[src/hdl/aoi_pkg.sv]
package aoi_pkg;

	// ----------------------------------------------------------
	// stream and window sizes
	// ----------------------------------------------------------
	// bits per pixel
	localparam int SENSOR_DAT_WIDTH   = 10;
	// pixels per clock
	localparam int CHANNEL_NUM        = 4;
	// firmware window registers, pixel units
	localparam int WB_OFFSET_WIDTH    = 12;
	// log2 of channel count, low x bits dropped for groups
	localparam int REDUCE_BIT         = 2;
	// x registers counted in four-pixel groups
	localparam int WB_OFFSET_WIDTH_RB = WB_OFFSET_WIDTH - REDUCE_BIT;
	// whole data bus of one beat
	localparam int PIX_BUS_WIDTH      = SENSOR_DAT_WIDTH * CHANNEL_NUM;

	// ----------------------------------------------------------
	// bundled types
	// ----------------------------------------------------------
	// one beat: pixel data plus per-pixel colour flags
	typedef struct packed {
		logic [PIX_BUS_WIDTH-1:0] data;
		logic [CHANNEL_NUM-1:0]   r_flag;
		logic [CHANNEL_NUM-1:0]   g_flag;
		logic [CHANNEL_NUM-1:0]   b_flag;
	} pix_beat_t;

	// window as set by firmware, pixels and lines
	typedef struct packed {
		logic [WB_OFFSET_WIDTH-1:0] x_start;
		logic [WB_OFFSET_WIDTH-1:0] width;
		logic [WB_OFFSET_WIDTH-1:0] y_start;
		logic [WB_OFFSET_WIDTH-1:0] height;
	} win_cfg_t;

	// window as captured at frame start, x in groups
	typedef struct packed {
		logic [WB_OFFSET_WIDTH_RB-1:0] x_start;
		logic [WB_OFFSET_WIDTH_RB-1:0] width;
		logic [WB_OFFSET_WIDTH-1:0]    y_start;
		logic [WB_OFFSET_WIDTH-1:0]    height;
	} win_reg_t;

	// test image select code, only the real image enables the window
	typedef enum logic [2:0] {
		TEST_IMG_REAL       = 3'b000,
		TEST_IMG_GRAY_FRAME = 3'b001,
		TEST_IMG_DIAG_MOVE  = 3'b010,
		TEST_IMG_DIAG_STILL = 3'b110
	} test_img_e;

endpackage
[src/hdl/wb_aoi_sel.sv]
`timescale 1ns/100ps

module wb_aoi_sel (
	input  logic                                clk,
	input  logic                                i_rst_n,
	input  logic                                i_fval,
	input  logic                                i_lval,
	input  aoi_pkg::pix_beat_t                  i_pix,
	input  logic                                i_interrupt_en,
	input  logic                                i_interrupt_pin,
	input  logic                                i_mono_sel,
	input  aoi_pkg::test_img_e                  i_test_image_sel,
	input  aoi_pkg::win_cfg_t                   i_win_cfg,
	output logic                                o_fval,
	output logic                                o_lval,
	output aoi_pkg::pix_beat_t                  o_pix,
	output logic                                o_interrupt_en,
	output logic [aoi_pkg::WB_OFFSET_WIDTH-1:0] o_wb_offset_width,
	output logic [aoi_pkg::WB_OFFSET_WIDTH-1:0] o_wb_offset_height
);

	// input side to the rest
	logic              aoi_enable;
	logic              fval_dly;
	logic              fval_fall;
	aoi_pkg::win_reg_t win;
	// window mark to the output side
	logic              in_window;

	// ----------------------------------------------------------
	// frame edges, window capture, enable
	// ----------------------------------------------------------
	aoi_frame_ctrl aoi_frame_ctrl_i (
		.clk              (clk),
		.i_rst_n          (i_rst_n),
		.i_fval           (i_fval),
		.i_interrupt_en   (i_interrupt_en),
		.i_mono_sel       (i_mono_sel),
		.i_test_image_sel (i_test_image_sel),
		.i_win_cfg        (i_win_cfg),
		.o_aoi_enable     (aoi_enable),
		.o_fval_dly       (fval_dly),
		.o_fval_fall      (fval_fall),
		.o_win            (win)
	);

	// counters and x/y enables
	aoi_window_gen aoi_window_gen_i (
		.clk          (clk),
		.i_rst_n      (i_rst_n),
		.i_fval       (i_fval),
		.i_lval       (i_lval),
		.i_aoi_enable (aoi_enable),
		.i_fval_dly   (fval_dly),
		.i_win        (win),
		.o_in_window  (in_window)
	);

	// delayed stream, interrupt level, readback
	aoi_stat_out aoi_stat_out_i (
		.clk                (clk),
		.i_rst_n            (i_rst_n),
		.i_fval_dly         (fval_dly),
		.i_fval_fall        (fval_fall),
		.i_pix              (i_pix),
		.i_in_window        (in_window),
		.i_aoi_enable       (aoi_enable),
		.i_interrupt_pin    (i_interrupt_pin),
		.i_win              (win),
		.o_fval             (o_fval),
		.o_lval             (o_lval),
		.o_pix              (o_pix),
		.o_interrupt_en     (o_interrupt_en),
		.o_wb_offset_width  (o_wb_offset_width),
		.o_wb_offset_height (o_wb_offset_height)
	);

endmodule

[src/hdl/aoi_stat_out.sv]
`timescale 1ns/100ps

module aoi_stat_out (
	input  logic                                clk,
	input  logic                                i_rst_n,
	input  logic                                i_fval_dly,
	input  logic                                i_fval_fall,
	input  aoi_pkg::pix_beat_t                  i_pix,
	input  logic                                i_in_window,
	input  logic                                i_aoi_enable,
	input  logic                                i_interrupt_pin,
	input  aoi_pkg::win_reg_t                   i_win,
	output logic                                o_fval,
	output logic                                o_lval,
	output aoi_pkg::pix_beat_t                  o_pix,
	output logic                                o_interrupt_en,
	output logic [aoi_pkg::WB_OFFSET_WIDTH-1:0] o_wb_offset_width,
	output logic [aoi_pkg::WB_OFFSET_WIDTH-1:0] o_wb_offset_height
);

	// beat pipeline, data and flags
	aoi_pkg::pix_beat_t                     pix_dly0;
	aoi_pkg::pix_beat_t                     pix_dly1;
	// window mark spread over all channels
	logic [aoi_pkg::CHANNEL_NUM-1:0]        win_mask;
	logic                                   int_reg;
	logic                                   int_pin_dly;
	logic                                   int_pin_rise;
	// readback copies, width still in groups
	logic [aoi_pkg::WB_OFFSET_WIDTH_RB-1:0] width_latch;
	logic [aoi_pkg::WB_OFFSET_WIDTH-1:0]    height_latch;

	// ----------------------------------------------------------
	// stream delay
	// ----------------------------------------------------------
	// fval comes in one clock late already
	always_ff @(posedge clk) begin
		if (!i_rst_n) begin
			o_fval <= 1'b0;
		end else begin
			o_fval <= i_fval_dly;
		end
	end

	// two stages of payload
	always_ff @(posedge clk) begin
		pix_dly0 <= i_pix;
		pix_dly1 <= pix_dly0;
	end

	// flags only inside the window, data always passes
	assign win_mask = {aoi_pkg::CHANNEL_NUM{i_in_window}};
	assign o_pix    = '{
		data:   pix_dly1.data,
		r_flag: pix_dly1.r_flag & win_mask,
		g_flag: pix_dly1.g_flag & win_mask,
		b_flag: pix_dly1.b_flag & win_mask
	};
	assign o_lval   = i_in_window;

	// ----------------------------------------------------------
	// interrupt level
	// ----------------------------------------------------------
	// set at frame end, cleared as soon as the window is off
	always_ff @(posedge clk) begin
		if (!i_rst_n || !i_aoi_enable) begin
			int_reg <= 1'b0;
		end else if (i_fval_fall) begin
			int_reg <= 1'b1;
		end
	end

	assign o_interrupt_en = int_reg;

	// ----------------------------------------------------------
	// readback
	// ----------------------------------------------------------
	always_ff @(posedge clk) begin
		if (!i_rst_n) begin
			int_pin_dly <= 1'b0;
		end else begin
			int_pin_dly <= i_interrupt_pin;
		end
	end

	assign int_pin_rise = i_interrupt_pin & ~int_pin_dly;

	// hold size of the window in use when the interrupt is taken
	always_ff @(posedge clk) begin
		if (!i_rst_n) begin
			width_latch  <= '0;
			height_latch <= '0;
		end else if (int_pin_rise) begin
			width_latch  <= i_win.width;
			height_latch <= i_win.height;
		end
	end

	// back to pixel units, dropped bits read as zero
	assign o_wb_offset_width  = {width_latch, {aoi_pkg::REDUCE_BIT{1'b0}}};
	assign o_wb_offset_height = height_latch;

endmodule

[src/hdl/aoi_window_gen.sv]
`timescale 1ns/100ps

module aoi_window_gen (
	input  logic              clk,
	input  logic              i_rst_n,
	input  logic              i_fval,
	input  logic              i_lval,
	input  logic              i_aoi_enable,
	input  logic              i_fval_dly,
	input  aoi_pkg::win_reg_t i_win,
	output logic              o_in_window
);

	// line-valid delay for the fall
	logic                                  lval_dly;
	logic                                  lval_fall;
	// beat index within the line, in groups
	logic [aoi_pkg::WB_OFFSET_WIDTH_RB-1:0] pix_cnt;
	// line index within the frame
	logic [aoi_pkg::WB_OFFSET_WIDTH-1:0]    line_cnt;
	// window ends
	logic [aoi_pkg::WB_OFFSET_WIDTH_RB-1:0] x_end;
	logic [aoi_pkg::WB_OFFSET_WIDTH-1:0]    y_end;
	logic                                  x_enable;
	logic                                  y_enable;

	always_ff @(posedge clk) begin
		if (!i_rst_n) begin
			lval_dly <= 1'b0;
		end else begin
			lval_dly <= i_lval;
		end
	end

	assign lval_fall = lval_dly & ~i_lval;

	assign x_end = i_win.x_start + i_win.width;
	assign y_end = i_win.y_start + i_win.height;

	// ----------------------------------------------------------
	// counters
	// ----------------------------------------------------------
	// held at zero with the window off or between frames
	always_ff @(posedge clk) begin
		if (!i_rst_n || !i_aoi_enable || !i_fval) begin
			line_cnt <= '0;
		end else if (lval_fall) begin
			line_cnt <= line_cnt + 1'b1;
		end
	end

	// cleared between lines, so it equals the beat index
	always_ff @(posedge clk) begin
		if (!i_rst_n || !i_aoi_enable || !i_fval || !i_lval) begin
			pix_cnt <= '0;
		end else begin
			pix_cnt <= pix_cnt + 1'b1;
		end
	end

	// ----------------------------------------------------------
	// x and y enables
	// ----------------------------------------------------------
	// delayed fval, since the window registers load on the rise
	// set at start count, cleared at start plus size
	always_ff @(posedge clk) begin
		if (!i_rst_n || !i_aoi_enable || !i_fval_dly || !i_lval) begin
			x_enable <= 1'b0;
		end else if (pix_cnt == i_win.x_start) begin
			x_enable <= 1'b1;
		end else if (pix_cnt == x_end) begin
			x_enable <= 1'b0;
		end
	end

	// line count settles in the idle gap before the next line
	always_ff @(posedge clk) begin
		if (!i_rst_n || !i_aoi_enable || !i_fval_dly) begin
			y_enable <= 1'b0;
		end else if (line_cnt == i_win.y_start) begin
			y_enable <= 1'b1;
		end else if (line_cnt == y_end) begin
			y_enable <= 1'b0;
		end
	end

	// window mark, two clocks behind the input beat
	always_ff @(posedge clk) begin
		if (!i_rst_n) begin
			o_in_window <= 1'b0;
		end else begin
			o_in_window <= x_enable & y_enable;
		end
	end

endmodule

[src/hdl/aoi_frame_ctrl.sv]
`timescale 1ns/100ps

module aoi_frame_ctrl (
	input  logic               clk,
	input  logic               i_rst_n,
	input  logic               i_fval,
	input  logic               i_interrupt_en,
	input  logic               i_mono_sel,
	input  aoi_pkg::test_img_e i_test_image_sel,
	input  aoi_pkg::win_cfg_t  i_win_cfg,
	output logic               o_aoi_enable,
	output logic               o_fval_dly,
	output logic               o_fval_fall,
	output aoi_pkg::win_reg_t  o_win
);

	// two-stage frame-valid delay
	logic fval_dly0;
	logic fval_dly1;
	// frame start, combinational on the input side
	logic fval_rise;
	// interrupt enable as taken at frame start
	logic interrupt_en_int;

	// ----------------------------------------------------------
	// frame edges
	// ----------------------------------------------------------
	always_ff @(posedge clk) begin
		if (!i_rst_n) begin
			fval_dly0 <= 1'b0;
			fval_dly1 <= 1'b0;
		end else begin
			fval_dly0 <= i_fval;
			fval_dly1 <= fval_dly0;
		end
	end

	// input high, first stage still low
	assign fval_rise  = i_fval & ~fval_dly0;
	assign o_fval_dly = fval_dly0;

	// end of frame seen on the delay chain, registered once more
	// so the strobe lands two clocks after the input falls
	always_ff @(posedge clk) begin
		if (!i_rst_n) begin
			o_fval_fall <= 1'b0;
		end else begin
			o_fval_fall <= fval_dly1 & ~fval_dly0;
		end
	end

	// ----------------------------------------------------------
	// interrupt enable
	// ----------------------------------------------------------
	// drops at once when firmware clears it
	// only picked up at a frame start, so a frame is never cut in half
	always_ff @(posedge clk) begin
		if (!i_rst_n) begin
			interrupt_en_int <= 1'b0;
		end else if (!i_interrupt_en) begin
			interrupt_en_int <= 1'b0;
		end else if (fval_rise) begin
			interrupt_en_int <= 1'b1;
		end
	end

	// colour mode, real image and interrupt enabled
	assign o_aoi_enable = interrupt_en_int && !i_mono_sel &&
		(i_test_image_sel == aoi_pkg::TEST_IMG_REAL);

	// ----------------------------------------------------------
	// window capture
	// ----------------------------------------------------------
	// x values cut to four-pixel groups
	// y values stay in lines
	always_ff @(posedge clk) begin
		if (!i_rst_n) begin
			o_win <= '0;
		end else if (fval_rise) begin
			o_win.x_start <= i_win_cfg.x_start[aoi_pkg::WB_OFFSET_WIDTH-1:aoi_pkg::REDUCE_BIT];
			o_win.width   <= i_win_cfg.width[aoi_pkg::WB_OFFSET_WIDTH-1:aoi_pkg::REDUCE_BIT];
			o_win.y_start <= i_win_cfg.y_start;
			o_win.height  <= i_win_cfg.height;
		end
	end

endmodule

[config.mk]
export PLATFORM = sky130hd
export DESIGN_NAME = wb_aoi_sel
export DESIGN_NICKNAME = d
export VERILOG_FILES = /design/src/hdl/aoi_pkg.sv /design/src/hdl/wb_aoi_sel.sv /design/src/hdl/aoi_stat_out.sv /design/src/hdl/aoi_window_gen.sv /design/src/hdl/aoi_frame_ctrl.sv
export SDC_FILE = /design/constraint.sdc
export NUM_CORES = 1
export LEC_CHECK = 0
export BUFFER_PORTS_ARGS = -buffer_cell sky130_fd_sc_hd__buf_2
export CAP_MARGIN = 5
export CORE_UTILIZATION = 53
export DETAILED_ROUTE_END_ITERATION = 10
export PLACE_DENSITY = 0.79
export SYNTH_ARGS = -nofsm -noshare
export SYNTH_HDL_FRONTEND = slang
export SYNTH_HIERARCHICAL = 1
export SYNTH_SLANG_ARGS = --single-unit
export TNS_END_PERCENT = 5
[constraint.sdc]
create_clock -name clk -period 3.4 [get_ports clk]
set_input_delay 0.68 -clock clk [delete_from_list [all_inputs] [get_ports clk]]
set_output_delay 0.68 -clock clk [all_outputs]
set_load 0.005 [all_outputs]
* After elaboration in Yosys (flattened, before gate mapping)
Cells that the tools add are included.
Operators by class: bitwise gates (word level) 11, muxes and demuxes 4, reductions and logical operators 17, multiply operators 0, $lt $le $gt $ge 0, add/sub/neg operators 4, div/mod/pow operators 0, eq/ne operators 4, shift-type cells 0
Operators by type and width (number):
- $eq A12 B12 Y1 | 2
- $eq A10 B10 Y1 | 2
- $add A12 B1 Y12 const B | 1
- $add A12 B12 Y12 | 1
- $and A4 B4 Y4 | 3
- $add A10 B1 Y10 const B | 1
- $add A10 B10 Y10 | 1
- $logic_not A1 Y1 | 6
- $and A1 B1 Y1 | 5
- $logic_or A1 B1 Y1 | 5
- $mux W1 | 4
- $reduce_bool A2 Y1 | 2
- $logic_not A3 Y1 | 1
- $not A1 Y1 | 3
- $logic_and A1 B1 Y1 | 2
- $reduce_and A2 Y1 | 1
Storage, ports and cells: logic and storage cells 66, output and inout port bits 79, bits in latches 0, memories kept 0, input bits 110, memory bits (writable) 0, flip-flop bits (word level) 202, ROM bits 0

* Logic depth before layout (Yosys ltp)
Gate-level depths: netlist of the first run.
depth after elaboration 7, mapped depth 8

* Modules after synthesis
The synthesis of the first run kept the hierarchy.
Modules (own cells, without submodules):
- aoi_stat_out | cells each 264, instances 1, area an instance 3490.8 sq um
- aoi_window_gen | cells each 295, instances 1, area an instance 2527.4 sq um
- aoi_frame_ctrl | cells each 203, instances 1, area an instance 1938.1 sq um

* Worst setup path before layout of the first run
No wires, ideal clock.
kind register to register, from register aoi_frame_ctrl_i/o_win[24] in the netlist's numbering, to register aoi_window_gen_i.x_enable, path buffers 0, library setup time 132 ps, arrival 2396 ps, slack 873 ps, required time 3268 ps, cell stages (with the launch flop) 9, path through dfxtp_1 > ha_1 > fa_1 > a21o_1 > a221oi_4 > xnor2_1 > or4_1 > a2111oi_0 > a31oi_1
Between the ends: word-level cells in the longest chain between the ends 3
Ends and longest elaborated chain:
- start: declaration | RTL line aoi_frame_ctrl.sv:14 | output aoi_pkg::win_reg_t o_win
- $add A10 B10 Y10 | RTL line aoi_window_gen.sv:37 | assign x_end = i_win.x_start + i_win.width;
- $eq A10 B10 Y1 | RTL line aoi_window_gen.sv:71 | end else if (pix_cnt == x_end) begin
- $reduce_bool A2 Y1 (no line)
- end signal: assignment | RTL line aoi_window_gen.sv:68 | x_enable <= 1'b0;
- end signal: assignment | RTL line aoi_window_gen.sv:70 | x_enable <= 1'b1;
- end signal: assignment | RTL line aoi_window_gen.sv:72 | x_enable <= 1'b0;
- end: declaration | RTL line aoi_window_gen.sv:24 | logic x_enable;
No other way between the ends. A chain may end at the register's enable or synchronous reset.

* Final worst setup path of the first run
Ends and elaborated chain as after synthesis.

==> results of run 1 <==
[final cells by class]
type | instances | area (um^2)
inverters | 7 | 26.3
well taps | 184 | 230
clock inverters | 8 | 125
multi-input cells | 477 | 3280
clock buffers | 28 | 582
fillers | 1188 | 5340
flip-flops and latches | 203 | 4060
repair buffers | 185 | 948
[critical path, stage by stage, from the launching register on]
cell	delay (ns)
dfxtp_1	0.32
ha_1	0.23
fa_1	0.42
a21o_1	0.24
a221oi_4	0.28
xnor2_1	0.10
or4_1	0.46
a2111oi_0	0.44
a31oi_1	0.13
[state kept, by name (all words and copies together), names as in the netlist]
register	count
aoi_stat_out_i/o_fval	1
aoi_stat_out_i/o_pix	40
aoi_window_gen_i/line_cnt	12
aoi_stat_out_i/pix_dly0	52
aoi_window_gen_i/lval_dly	1
aoi_stat_out_i/int_pin_dly	1
aoi_stat_out_i/o_interrupt_en	1
aoi_frame_ctrl_i/fval_dly1	1
aoi_window_gen_i/x_enable	1
aoi_stat_out_i/width_latch	10
aoi_frame_ctrl_i/o_fval_fall	1
aoi_frame_ctrl_i/o_win	44
aoi_window_gen_i/y_enable	1
aoi_stat_out_i/o_wb_offset_height	12
aoi_window_gen_i/o_in_window	1
aoi_frame_ctrl_i/interrupt_en_int	1
aoi_stat_out_i/pix_dly1	12
aoi_frame_ctrl_i/o_fval_dly	1
aoi_window_gen_i/pix_cnt	10
[metal layers]
| metal | vias to the layer above | GRT usage (%) |
|---|---|---|
| li1 | 2785 | - |
| met2 | 194 | 32.8 |
| met4 | 0 | 5.81 |
| met5 | - | 0 |
| met1 | 2482 | 27.2 |
| met3 | 28 | 4.68 |
[kinds of logic (layout without fill, tap and decap cells)]
family	count (synthesis)	count (layout)
other	1	2
DFF	203	203
AOI/OAI and AO/OA	73	73
xor gates and xnor gates	65	65
and+or+nand+nor	241	241
buffers and inverters	83	228
adders and majority gates	24	24
muxes	72	72
[layout by cell type, fill, tap and decap left out, types with 9 or more instances in the layout]
cell,count
a21o_1,10
a21oi_1,12
and2_1,19
and3_1,10
buf_2,181
clkbuf_16,21
dfxtp_1,203
ha_1,22
mux2i_1,70
nand2_1,148
nand4_1,9
nor2_1,19
xnor2_1,31
xor2_1,33
[power by group]
part | leakage [nW] | switching (mW) | internal [mW]
Combinational | 2.32 | 0.219 | 0.211
Clock | 0.350 | 0.889 | 1.43
Sequential | 1.68 | 0.0607 | 2.49
[through the flow]
step / total power, mW / hold WS [ns] / instance area (um^2) / instances / utilization, %
4_1_cts: 5.36 / 0.266 / 9250 / 1092 / 63.4
6_report: 5.30 / 0.284 / 9250 / 1092 / 63.4
5_1_grt: 5.52 / 0.267 / 9250 / 1092 / 63.4
3_5_place_dp: 3.03 / 0.312 / 8550 / 1056 / 58.6
2_1_floorplan: 2.92 / 0.310 / 7960 / 763 / -
3_3_place_gp: 3.02 / 0.310 / 8550 / 1056 / 58.6
[worst min-delay path by stage]
stage	from	slack (ns)	to
final	i_pix[18]	0.28	aoi_stat_out_i/pix_dly0[18]$_DFF_P_
after CTS	i_pix[22]	0.27	aoi_stat_out_i/pix_dly0[22]$_DFF_P_
after floorplan	aoi_stat_out_i/pix_dly0[12]$_DFF_P_	0.31	aoi_stat_out_i/o_pix[12]$_DFF_P_
after detailed placement	aoi_stat_out_i/pix_dly0[40]$_DFF_P_	0.31	aoi_stat_out_i/o_pix[40]$_DFF_P_
after global routing	i_pix[22]	0.27	aoi_stat_out_i/pix_dly0[22]$_DFF_P_
after global placement	aoi_stat_out_i/pix_dly0[39]$_DFF_P_	0.31	aoi_stat_out_i/o_pix[39]$_DFF_P_
==> impl_metrics.tcl, run 1 <==
set metrics [dict create \
    grt_setup_unrepaired "no" \
    vias 5489 \
    worst_pin_slew_ns 0.834 \
    critPathLaunch "aoi_frame_ctrl_i/o_win[24]$_SDFFE_PN0P_" \
    io-pin-count 189 \
    first_pass_iters 5 \
    hold_class "in -> reg" \
    maxSlewHeadroom_pct 44.3 \
    vias_per_cell 5.03 \
    fin_skew_ns 0.0178 \
    critical_path_class "reg -> reg" \
    clkTransAtPathRegs_ns 0.06 \
    port_buffers 182 \
    synth_top_family_by_area "simple AND/OR/NAND/NOR gates" \
    ctsHoldBuffers 0 \
    ys_ff_latch 203 \
    start_util_pct 54.5 \
    start_kind "register" \
    synth_common_cells "203 x dfxtp_1, 148 x nand2_1, 70 x mux2i_1" \
    vdd_drop_max_mv 0.342 \
    grt_start_max_net_pins 55 \
    yosysSeqAreaShare_pct 51.1 \
    overflow 0 \
    worst_slack_ns 0.656 \
    p_leak_nw 4.35 \
    r2r-start "aoi_frame_ctrl_i/o_win[24]$_SDFFE_PN0P_" \
    grt_pass1_vias 5256 \
    ys_async_sr_fraction_pct 0 \
    finalSetupTns_ns 0 \
    crit_fanout 3 \
    drt-total-wl_mm 15.6 \
    drc 0 \
    rr_worst_depth 8 \
    cts_buffers 21 \
    wl_met2_mm 6.87 \
    synthMuxAreaShare_pct 9.09 \
    cts_buffer_depth 3 \
    die_h_um 125 \
    grt_use_total_pct 20.3 \
    pre_cts_ws_ns 0.684 \
    synth_edf_count 0 \
    highest_layer "met4" \
    drive_gt1_share_pct 24.8 \
    routed-wl-met3_mm 1.11 \
    yosysUniqueCellTypes 58 \
    drtIter0Drc 246 \
    fin_nets 1029 \
    yosys.area_share.simple_pct 13.9 \
    synth_adder_area_share_pct 3.96 \
    netlist.area_leader.share_pct 51.1 \
    syn_avg_cell_area_um2 10.4 \
    fmax_mhz 364 \
    dp_hpwl_mm 11.4 \
    min_path_cells 1 \
    clock-sinks 203 \
    yosys.cell_count.top_type "dfxtp_1" \
    finalCriticalPeriod_ns 2.74 \
    ant_nets 0 \
    status "completed" \
    ff2ff_setup_slack_ns 0.66 \
    synth_compound_area_share_pct 6.82 \
    synth_xor_area_share_pct 7.33 \
    cts-resized-gates 0 \
    p_per_area_nw_per_um2 573 \
    synthCells 762 \
    cp.required_ns 3.77 \
    drv_slew 0 \
    period_share_pct 80.7 \
    grt_pass1_wl_mm 25.9 \
    cts_tree "yes" \
    fp.dieW_um 125 \
    setup_viol 0 \
    root_buffer "clkbuf_16" \
    reg2reg_to "aoi_window_gen_i/x_enable$_SDFFE_PP0P_" \
    ys.flop_type "dfxtp_1" \
    yosysTopAreaCell "dfxtp_1" \
    cp.arrival_ns 3.11 \
    netlist_top_cells_area "dfxtp_1 51%, mux2i_1 8.8%, nand2_1 7.0%" \
    synthToLayoutAreaGrowth_pct 16.3 \
    post_drt_wl_per_cell_um 14.2 \
    finalHoldViolCount 0 \
    syn_area_um2 7960 \
    antenna_found_initial 0 \
    post_cts_buffers 0 \
    wl_met1_mm 7.27 \
    gp_congestion 0.899 \
    crit_path_end_kind "register" \
    clk_latency_ns 0.49 \
    num_antenna_cells 0 \
    cap_violations 0 \
    std_cell_rows 44 \
    coreArea_um2 14600 \
    htreeDepth 1 \
    crit_path_end "aoi_window_gen_i/x_enable$_SDFFE_PP0P_" \
    die_area_um2 15500 \
    yosys_warnings 6 \
]
Power figures use the tool's default switching activity.
==> run 2: changes to the inputs <==
- ABC_AREA: not set -> 1
- CORE_UTILIZATION: 53 -> 49
- PLACE_DENSITY: 0.79 -> 0.76
- clock period: 3.4 -> 2.25 ns (I/O delays scaled with it)
==> impl_metrics.tcl, run 2 <==
set metrics [dict create \
    drc 0 \
    pre_cts_ws_ns 0.172 \
    slowest_delay_ns 0.37 \
    synthCells 1082 \
    ys_ff_latch 203 \
    synthToLayoutAreaGrowth_pct 18.0 \
    syn_avg_cell_area_um2 7.70 \
    cp_slowest_cell "fa_2" \
    drv_slew 0 \
    port_buffers 182 \
    seq_area_um2 4060 \
    p_leak_nw 5.17 \
    sequentialPowerShare_pct 47.4 \
    switching_share_pct 24.0 \
    num_antenna_cells 0 \
    fp.dieW_um 132 \
    clkTransAtPathRegs_ns 0.06 \
    io-pin-count 189 \
    vias 6825 \
    worst_path_most_repeated_cell "nand2_1" \
    grt_start_max_net_pins 78 \
    die_h_um 132 \
    syn_area_um2 8330 \
    worst-path-stages 13 \
    multiInputGateArea_um2 3180 \
    overflow 0 \
    grt.busiest_layer "met2" \
    fin_nets 1360 \
    p_sw_mw 1.97 \
    synth_edf_count 0 \
    start_util_pct 50.3 \
    root_buffer "clkbuf_16" \
    drtIter0Drc 350 \
    grt_pass1_vias 6314 \
    cp_num_buf_inv 0 \
    grtUsageMet2_pct 35.3 \
    vdd_drop_max_mv 0.566 \
    ctsHoldBuffers 0 \
    clk_latency_ns 0.49 \
    dp_hpwl_mm 13.6 \
    hold_class "in -> reg" \
    worst_slack_ns 0.226 \
    netlist.area_leader.share_pct 48.8 \
    cts_tree "yes" \
    fin_cells 1460 \
    setup_viol 0 \
    cap_violations 0 \
    maxSlewHeadroom_pct 54.0 \
    ys_async_sr_fraction_pct 0 \
    period_share_pct 89.9 \
    use_met3_pct 3.10 \
    finalCriticalPeriod_ns 2.02 \
    fmax_mhz 494 \
    post_drt_wl_per_cell_um 12.3 \
    ant_nets 0 \
    coreArea_um2 16600 \
    fill_cells 1530 \
    critical_path_class "reg -> reg" \
    yosysTopAreaCell "dfxtp_1" \
    yosysUniqueCellTypes 39 \
    netlist_top_cells_area "dfxtp_1 49%, nand2_1 10%, nor2_1 8.0%" \
    post_cts_buffers 0 \
    grt_use_total_pct 20.7 \
    ys.flop_type "dfxtp_1" \
    yosysSeqAreaShare_pct 48.8 \
    die_area_um2 17500 \
    vias_per_cell 4.67 \
    fin_skew_ns 0.00534 \
    drt-total-wl_mm 17.9 \
    grt_util_met1_pct 27.4 \
    start_kind "register" \
    worst_pin_slew_ns 0.689 \
    gp_congestion 0.908 \
    rr_worst_depth 13 \
    finalSetupTns_ns 0 \
    crit_path_end_kind "register" \
    antenna_found_initial 0 \
    crit_chain "ha_1 -> fa_2 -> or2_2 -> nand3_1 -> nand2_1 -> nor2_1 -> nand2_1 -> nor2_1 -> nand2_1 -> nor2_1 -> nand2_1 -> nand2_1 -> a21oi_1" \
    first_pass_iters 5 \
    std_cell_rows 47 \
    cp.required_ns 2.63 \
    final_cell_mix "221 x nand2_1, 203 x dfxtp_1, 182 x buf_2" \
    cts_buffer_depth 3 \
    grt_setup_unrepaired "no" \
    critPathTopFamily "simple AND/OR/NAND/NOR gates" \
    grt_pass1_wl_mm 29.7 \
    crit_fanout 3 \
    p_comb_share_pct 10.4 \
    post-route-util_pct 59.3 \
    status "completed" \
    cts_buffers 21 \
    yosys_warnings 6 \
    cts-resized-gates 0 \
    drive_gt1_share_pct 20.3 \
    cp.arrival_ns 2.41 \
    p_int_mw 6.25 \
    finalHoldViolCount 0 \
    clock-sinks 203 \
    final_common_cell "nand2_1" \
    min_path_cells 1 \
    yosys.cell_count.top_type "nand2_1" \
    top_register "aoi_stat_out_i/pix_dly0" \
    htreeDepth 1 \
    p_clk_share_pct 42.2 \
    p_per_area_nw_per_um2 836 \
    largest_reg_flops 52 \
    synth_common_cells "221 x nand2_1, 203 x dfxtp_1, 177 x nor2_1" \
    numPlacedInstances 1423 \
]
==> run 2: cell types whose count changed after synthesis, sizes merged, moves of 4 or more <==
| cell | previous run | this run |
|---|---|---|
| a21o | 10 | 1 |
| a21oi | 12 | 25 |
| and2 | 21 | 0 |
| and3 | 10 | 1 |
| inv | 7 | 160 |
| mux2i | 70 | 0 |
| nand2 | 148 | 224 |
| nand3 | 8 | 102 |
| nand3b | 0 | 4 |
| nor2 | 19 | 184 |
| or3 | 8 | 0 |
| xnor2 | 31 | 14 |
| xor2 | 33 | 22 |
==> run 2: cells by family after synthesis <==
| kind of cell | after synthesis | share of synthesized area (%) |
|---|---|---|
| DFF | 203 | 48.8 |
| other | 1 | 0.0450 |
| buffers and inverters | 234 | 13.2 |
| adders and majority gates | 24 | 3.78 |
| AOI/OAI and AO/OA | 44 | 2.78 |
| and+or+nand+nor | 540 | 27.7 |
| xor gates and xnor gates | 36 | 3.78 |
==> run 2: routing by layer <==
layer	share of wire (%)	vias to the layer above	routed length (um)
met5	0	-	0
met3	6.5	30	1170
li1	-	3558	-
met2	46	213	8150
met4	1.8	0	320
met1	46	3024	8240
==> run 2: power groups by stage <==
stage | clock network, mW | registers, mW | logic, mW
final | 3.47 | 3.90 | 0.852
after global routing | 3.70 | 3.92 | 0.985
after CTS | 3.55 | 3.90 | 0.857
after detailed placement | 0 | 3.98 | 0.851
after global placement | 0 | 3.97 | 0.836
after floorplan | 0 | 3.95 | 0.634
==> run 2: worst reg2reg max path, delay by kind of cell, from the launching register on <==
family	cells	cell delay [ns]
simple gates	10	0.94
fa+ha+maj	2	0.62
flops	1	0.33
compound gates	1	0.05
==> run 2: cell type report <==
cell class | count | area share (%)
Inverter | 161 | 6.16
Tap cell | 220 | 2.80
Clock inverter | 10 | 1.21
Timing Repair Buffer | 193 | 10.2
Multi-Input combinational cell | 646 | 32.3
Sequential cell | 203 | 41.3
Clock buffer | 27 | 5.98
==> run 2: path summary, 6_finish.rpt <==
path                                               start  slack [ns]                                endpoint
hold reg to reg      aoi_stat_out_i/pix_dly0[50]$_DFF_P_        0.32        aoi_stat_out_i/o_pix[50]$_DFF_P_
setup / recovery  aoi_frame_ctrl_i/o_win[0]$_SDFFE_PN0P_        0.23  aoi_window_gen_i/y_enable$_SDFFE_PP0P_
setup reg to reg  aoi_frame_ctrl_i/o_win[0]$_SDFFE_PN0P_        0.23  aoi_window_gen_i/y_enable$_SDFFE_PP0P_
hold / removal                                 i_pix[51]        0.06     aoi_stat_out_i/pix_dly0[51]$_DFF_P_
==> run 2: metrics by stage <==
stage / cell area [um^2] / power [mW] / hold slack (ns)
2_1_floorplan: 8340 / 4.58 / 0.310
3_3_place_gp: 9130 / 4.81 / 0.310
3_5_place_dp: 9130 / 4.83 / 0.312
4_1_cts: 9830 / 8.31 / 0.0452
5_1_grt: 9830 / 8.60 / 0.0456
6_report: 9830 / 8.22 / 0.0628
==> run 3: changes to the inputs <==
- CTS_BUF_LIST: not set -> sky130_fd_sc_hd__clkbuf_8 sky130_fd_sc_hd__clkbuf_16
==> impl_metrics.tcl, run 3 (synthesis gave the netlist of run 2 again) <==
set metrics [dict create \
    status "completed" \
    clkTransAtPathRegs_ns 0.06 \
    period_share_pct 90.0 \
    post_drt_wl_per_cell_um 12.3 \
    htreeDepth 1 \
    finalSetupTns_ns 0 \
    die_h_um 132 \
    grt_pass1_wl_mm 29.7 \
    p_per_area_nw_per_um2 835 \
    cp.arrival_ns 2.41 \
    root_buffer "clkbuf_16" \
    grt_pass1_vias 6314 \
    std_cell_rows 47 \
    gp_congestion 0.908 \
    port_buffers 182 \
    clock-sinks 203 \
    fin_skew_ns 0.00534 \
    drc 0 \
    hold_class "in -> reg" \
    crit_fanout 3 \
    finalCriticalPeriod_ns 2.02 \
    dp_hpwl_mm 13.6 \
    antenna_found_initial 0 \
    drt-total-wl_mm 17.9 \
    critical_path_class "reg -> reg" \
    slowest_delay_ns 0.37 \
    io-pin-count 189 \
    rr_worst_depth 13 \
    drv_slew 0 \
    largest_reg_flops 52 \
    cts-resized-gates 0 \
    top_register "aoi_stat_out_i/pix_dly0" \
    fin_nets 1360 \
    cts_buffers 21 \
    post_cts_buffers 0 \
    first_pass_iters 5 \
    final_cell_mix "221 x nand2_1, 203 x dfxtp_1, 182 x buf_2" \
    start_util_pct 50.3 \
    worst-path-stages 13 \
    num_antenna_cells 0 \
    cts_tree "yes" \
    grt_use_total_pct 20.7 \
    fin_cells 1460 \
    crit_chain "ha_1 -> fa_2 -> or2_2 -> nand3_1 -> nand2_1 -> nor2_1 -> nand2_1 -> nor2_1 -> nand2_1 -> nor2_1 -> nand2_1 -> nand2_1 -> a21oi_1" \
    worst_path_most_repeated_cell "nand2_1" \
    vias 6820 \
    cap_violations 0 \
    cts_buffer_depth 3 \
    worst_pin_slew_ns 0.689 \
    coreArea_um2 16600 \
    critPathTopFamily "simple AND/OR/NAND/NOR gates" \
    finalHoldViolCount 0 \
    clk_latency_ns 0.49 \
    setup_viol 0 \
    overflow 0 \
    cp_slowest_cell "fa_2" \
    p_total_mw 8.22 \
    die_area_um2 17500 \
    vias_per_cell 4.67 \
    ctsHoldBuffers 0 \
    cp.required_ns 2.63 \
    drive_gt1_share_pct 20.3 \
    p_leak_nw 5.17 \
    grt_start_max_net_pins 78 \
    min_path_cells 1 \
    vdd_drop_max_mv 0.565 \
    fill_cells 1530 \
    grt_setup_unrepaired "no" \
    synthToLayoutAreaGrowth_pct 18.0 \
    final_common_cell "nand2_1" \
    ant_nets 0 \
    numPlacedInstances 1423 \
    maxSlewHeadroom_pct 54.0 \
    fp.dieW_um 132 \
    fmax_mhz 494 \
    crit_path_end_kind "register" \
    cp_num_buf_inv 0 \
    drtIter0Drc 350 \
    start_kind "register" \
    ff2ff_setup_slack_ns 0.23 \
]
run 3: area by class of cell:
| class | instances | area, um^2 | area share, % |
|---|---|---|---|
| flip-flops and latches | 203 | 4060 | 41.3 |
| multi-input cells | 646 | 3180 | 32.3 |
| repair buffers | 193 | 1010 | 10.2 |
| inverters | 161 | 606 | 6.16 |
| clock buffers | 25 | 581 | 5.90 |
| well taps | 220 | 275 | 2.80 |
| clock inverters | 12 | 126 | 1.28 |
run 3: worst reg2reg max path, cell delays in order (launching register included):
cell,delay (ns)
dfxtp_1,0.33
ha_1,0.25
fa_2,0.37
or2_2,0.32
nand3_1,0.08
nand2_1,0.06
nor2_1,0.08
nand2_1,0.05
nor2_1,0.09
nand2_1,0.06
nor2_1,0.08
nand2_1,0.06
nand2_1,0.06
a21oi_1,0.05
run 3: stage by stage:
step	hold WS [ns]	util (%)	worst slack [ns]	instance area [um^2]
final	0.0626	59.3	0.226	9830
after global routing	0.0454	59.3	0.0414	9830
after CTS	0.0450	59.3	0.165	9830
after detailed placement	0.312	55.0	0.172	9130
after global placement	0.310	55.0	0.193	9130
after floorplan	0.310	-	0.342	8340
run 3: worst paths after layout:
path                                                  to                                    from
setup reg to reg  aoi_window_gen_i/y_enable$_SDFFE_PP0P_  aoi_frame_ctrl_i/o_win[0]$_SDFFE_PN0P_
setup / recovery  aoi_window_gen_i/y_enable$_SDFFE_PP0P_  aoi_frame_ctrl_i/o_win[0]$_SDFFE_PN0P_
hold / removal       aoi_stat_out_i/pix_dly0[51]$_DFF_P_                               i_pix[51]
hold reg to reg         aoi_stat_out_i/o_pix[50]$_DFF_P_     aoi_stat_out_i/pix_dly0[50]$_DFF_P_
run 3: where the power goes:
group / internal [mW] / switching, mW / total [mW] / leakage [nW]
registers: 3.79 / 0.112 / 3.90 / 1.69
clock network: 2.08 / 1.38 / 3.46 / 0.347
logic: 0.376 / 0.476 / 0.852 / 3.14
total: 6.24 / 1.97 / 8.22 / 5.17
run 3: metal layers:
| layer | routed length, um | GRT usage [%] | up-vias |
|---|---|---|---|
| met5 | 0 | 0 | - |
| met4 | 320 | 5.43 | 0 |
| met3 | 1170 | 3.10 | 30 |
| met2 | 8150 | 35.3 | 211 |
| met1 | 8260 | 27.4 | 3021 |
| li1 | - | - | 3558 |
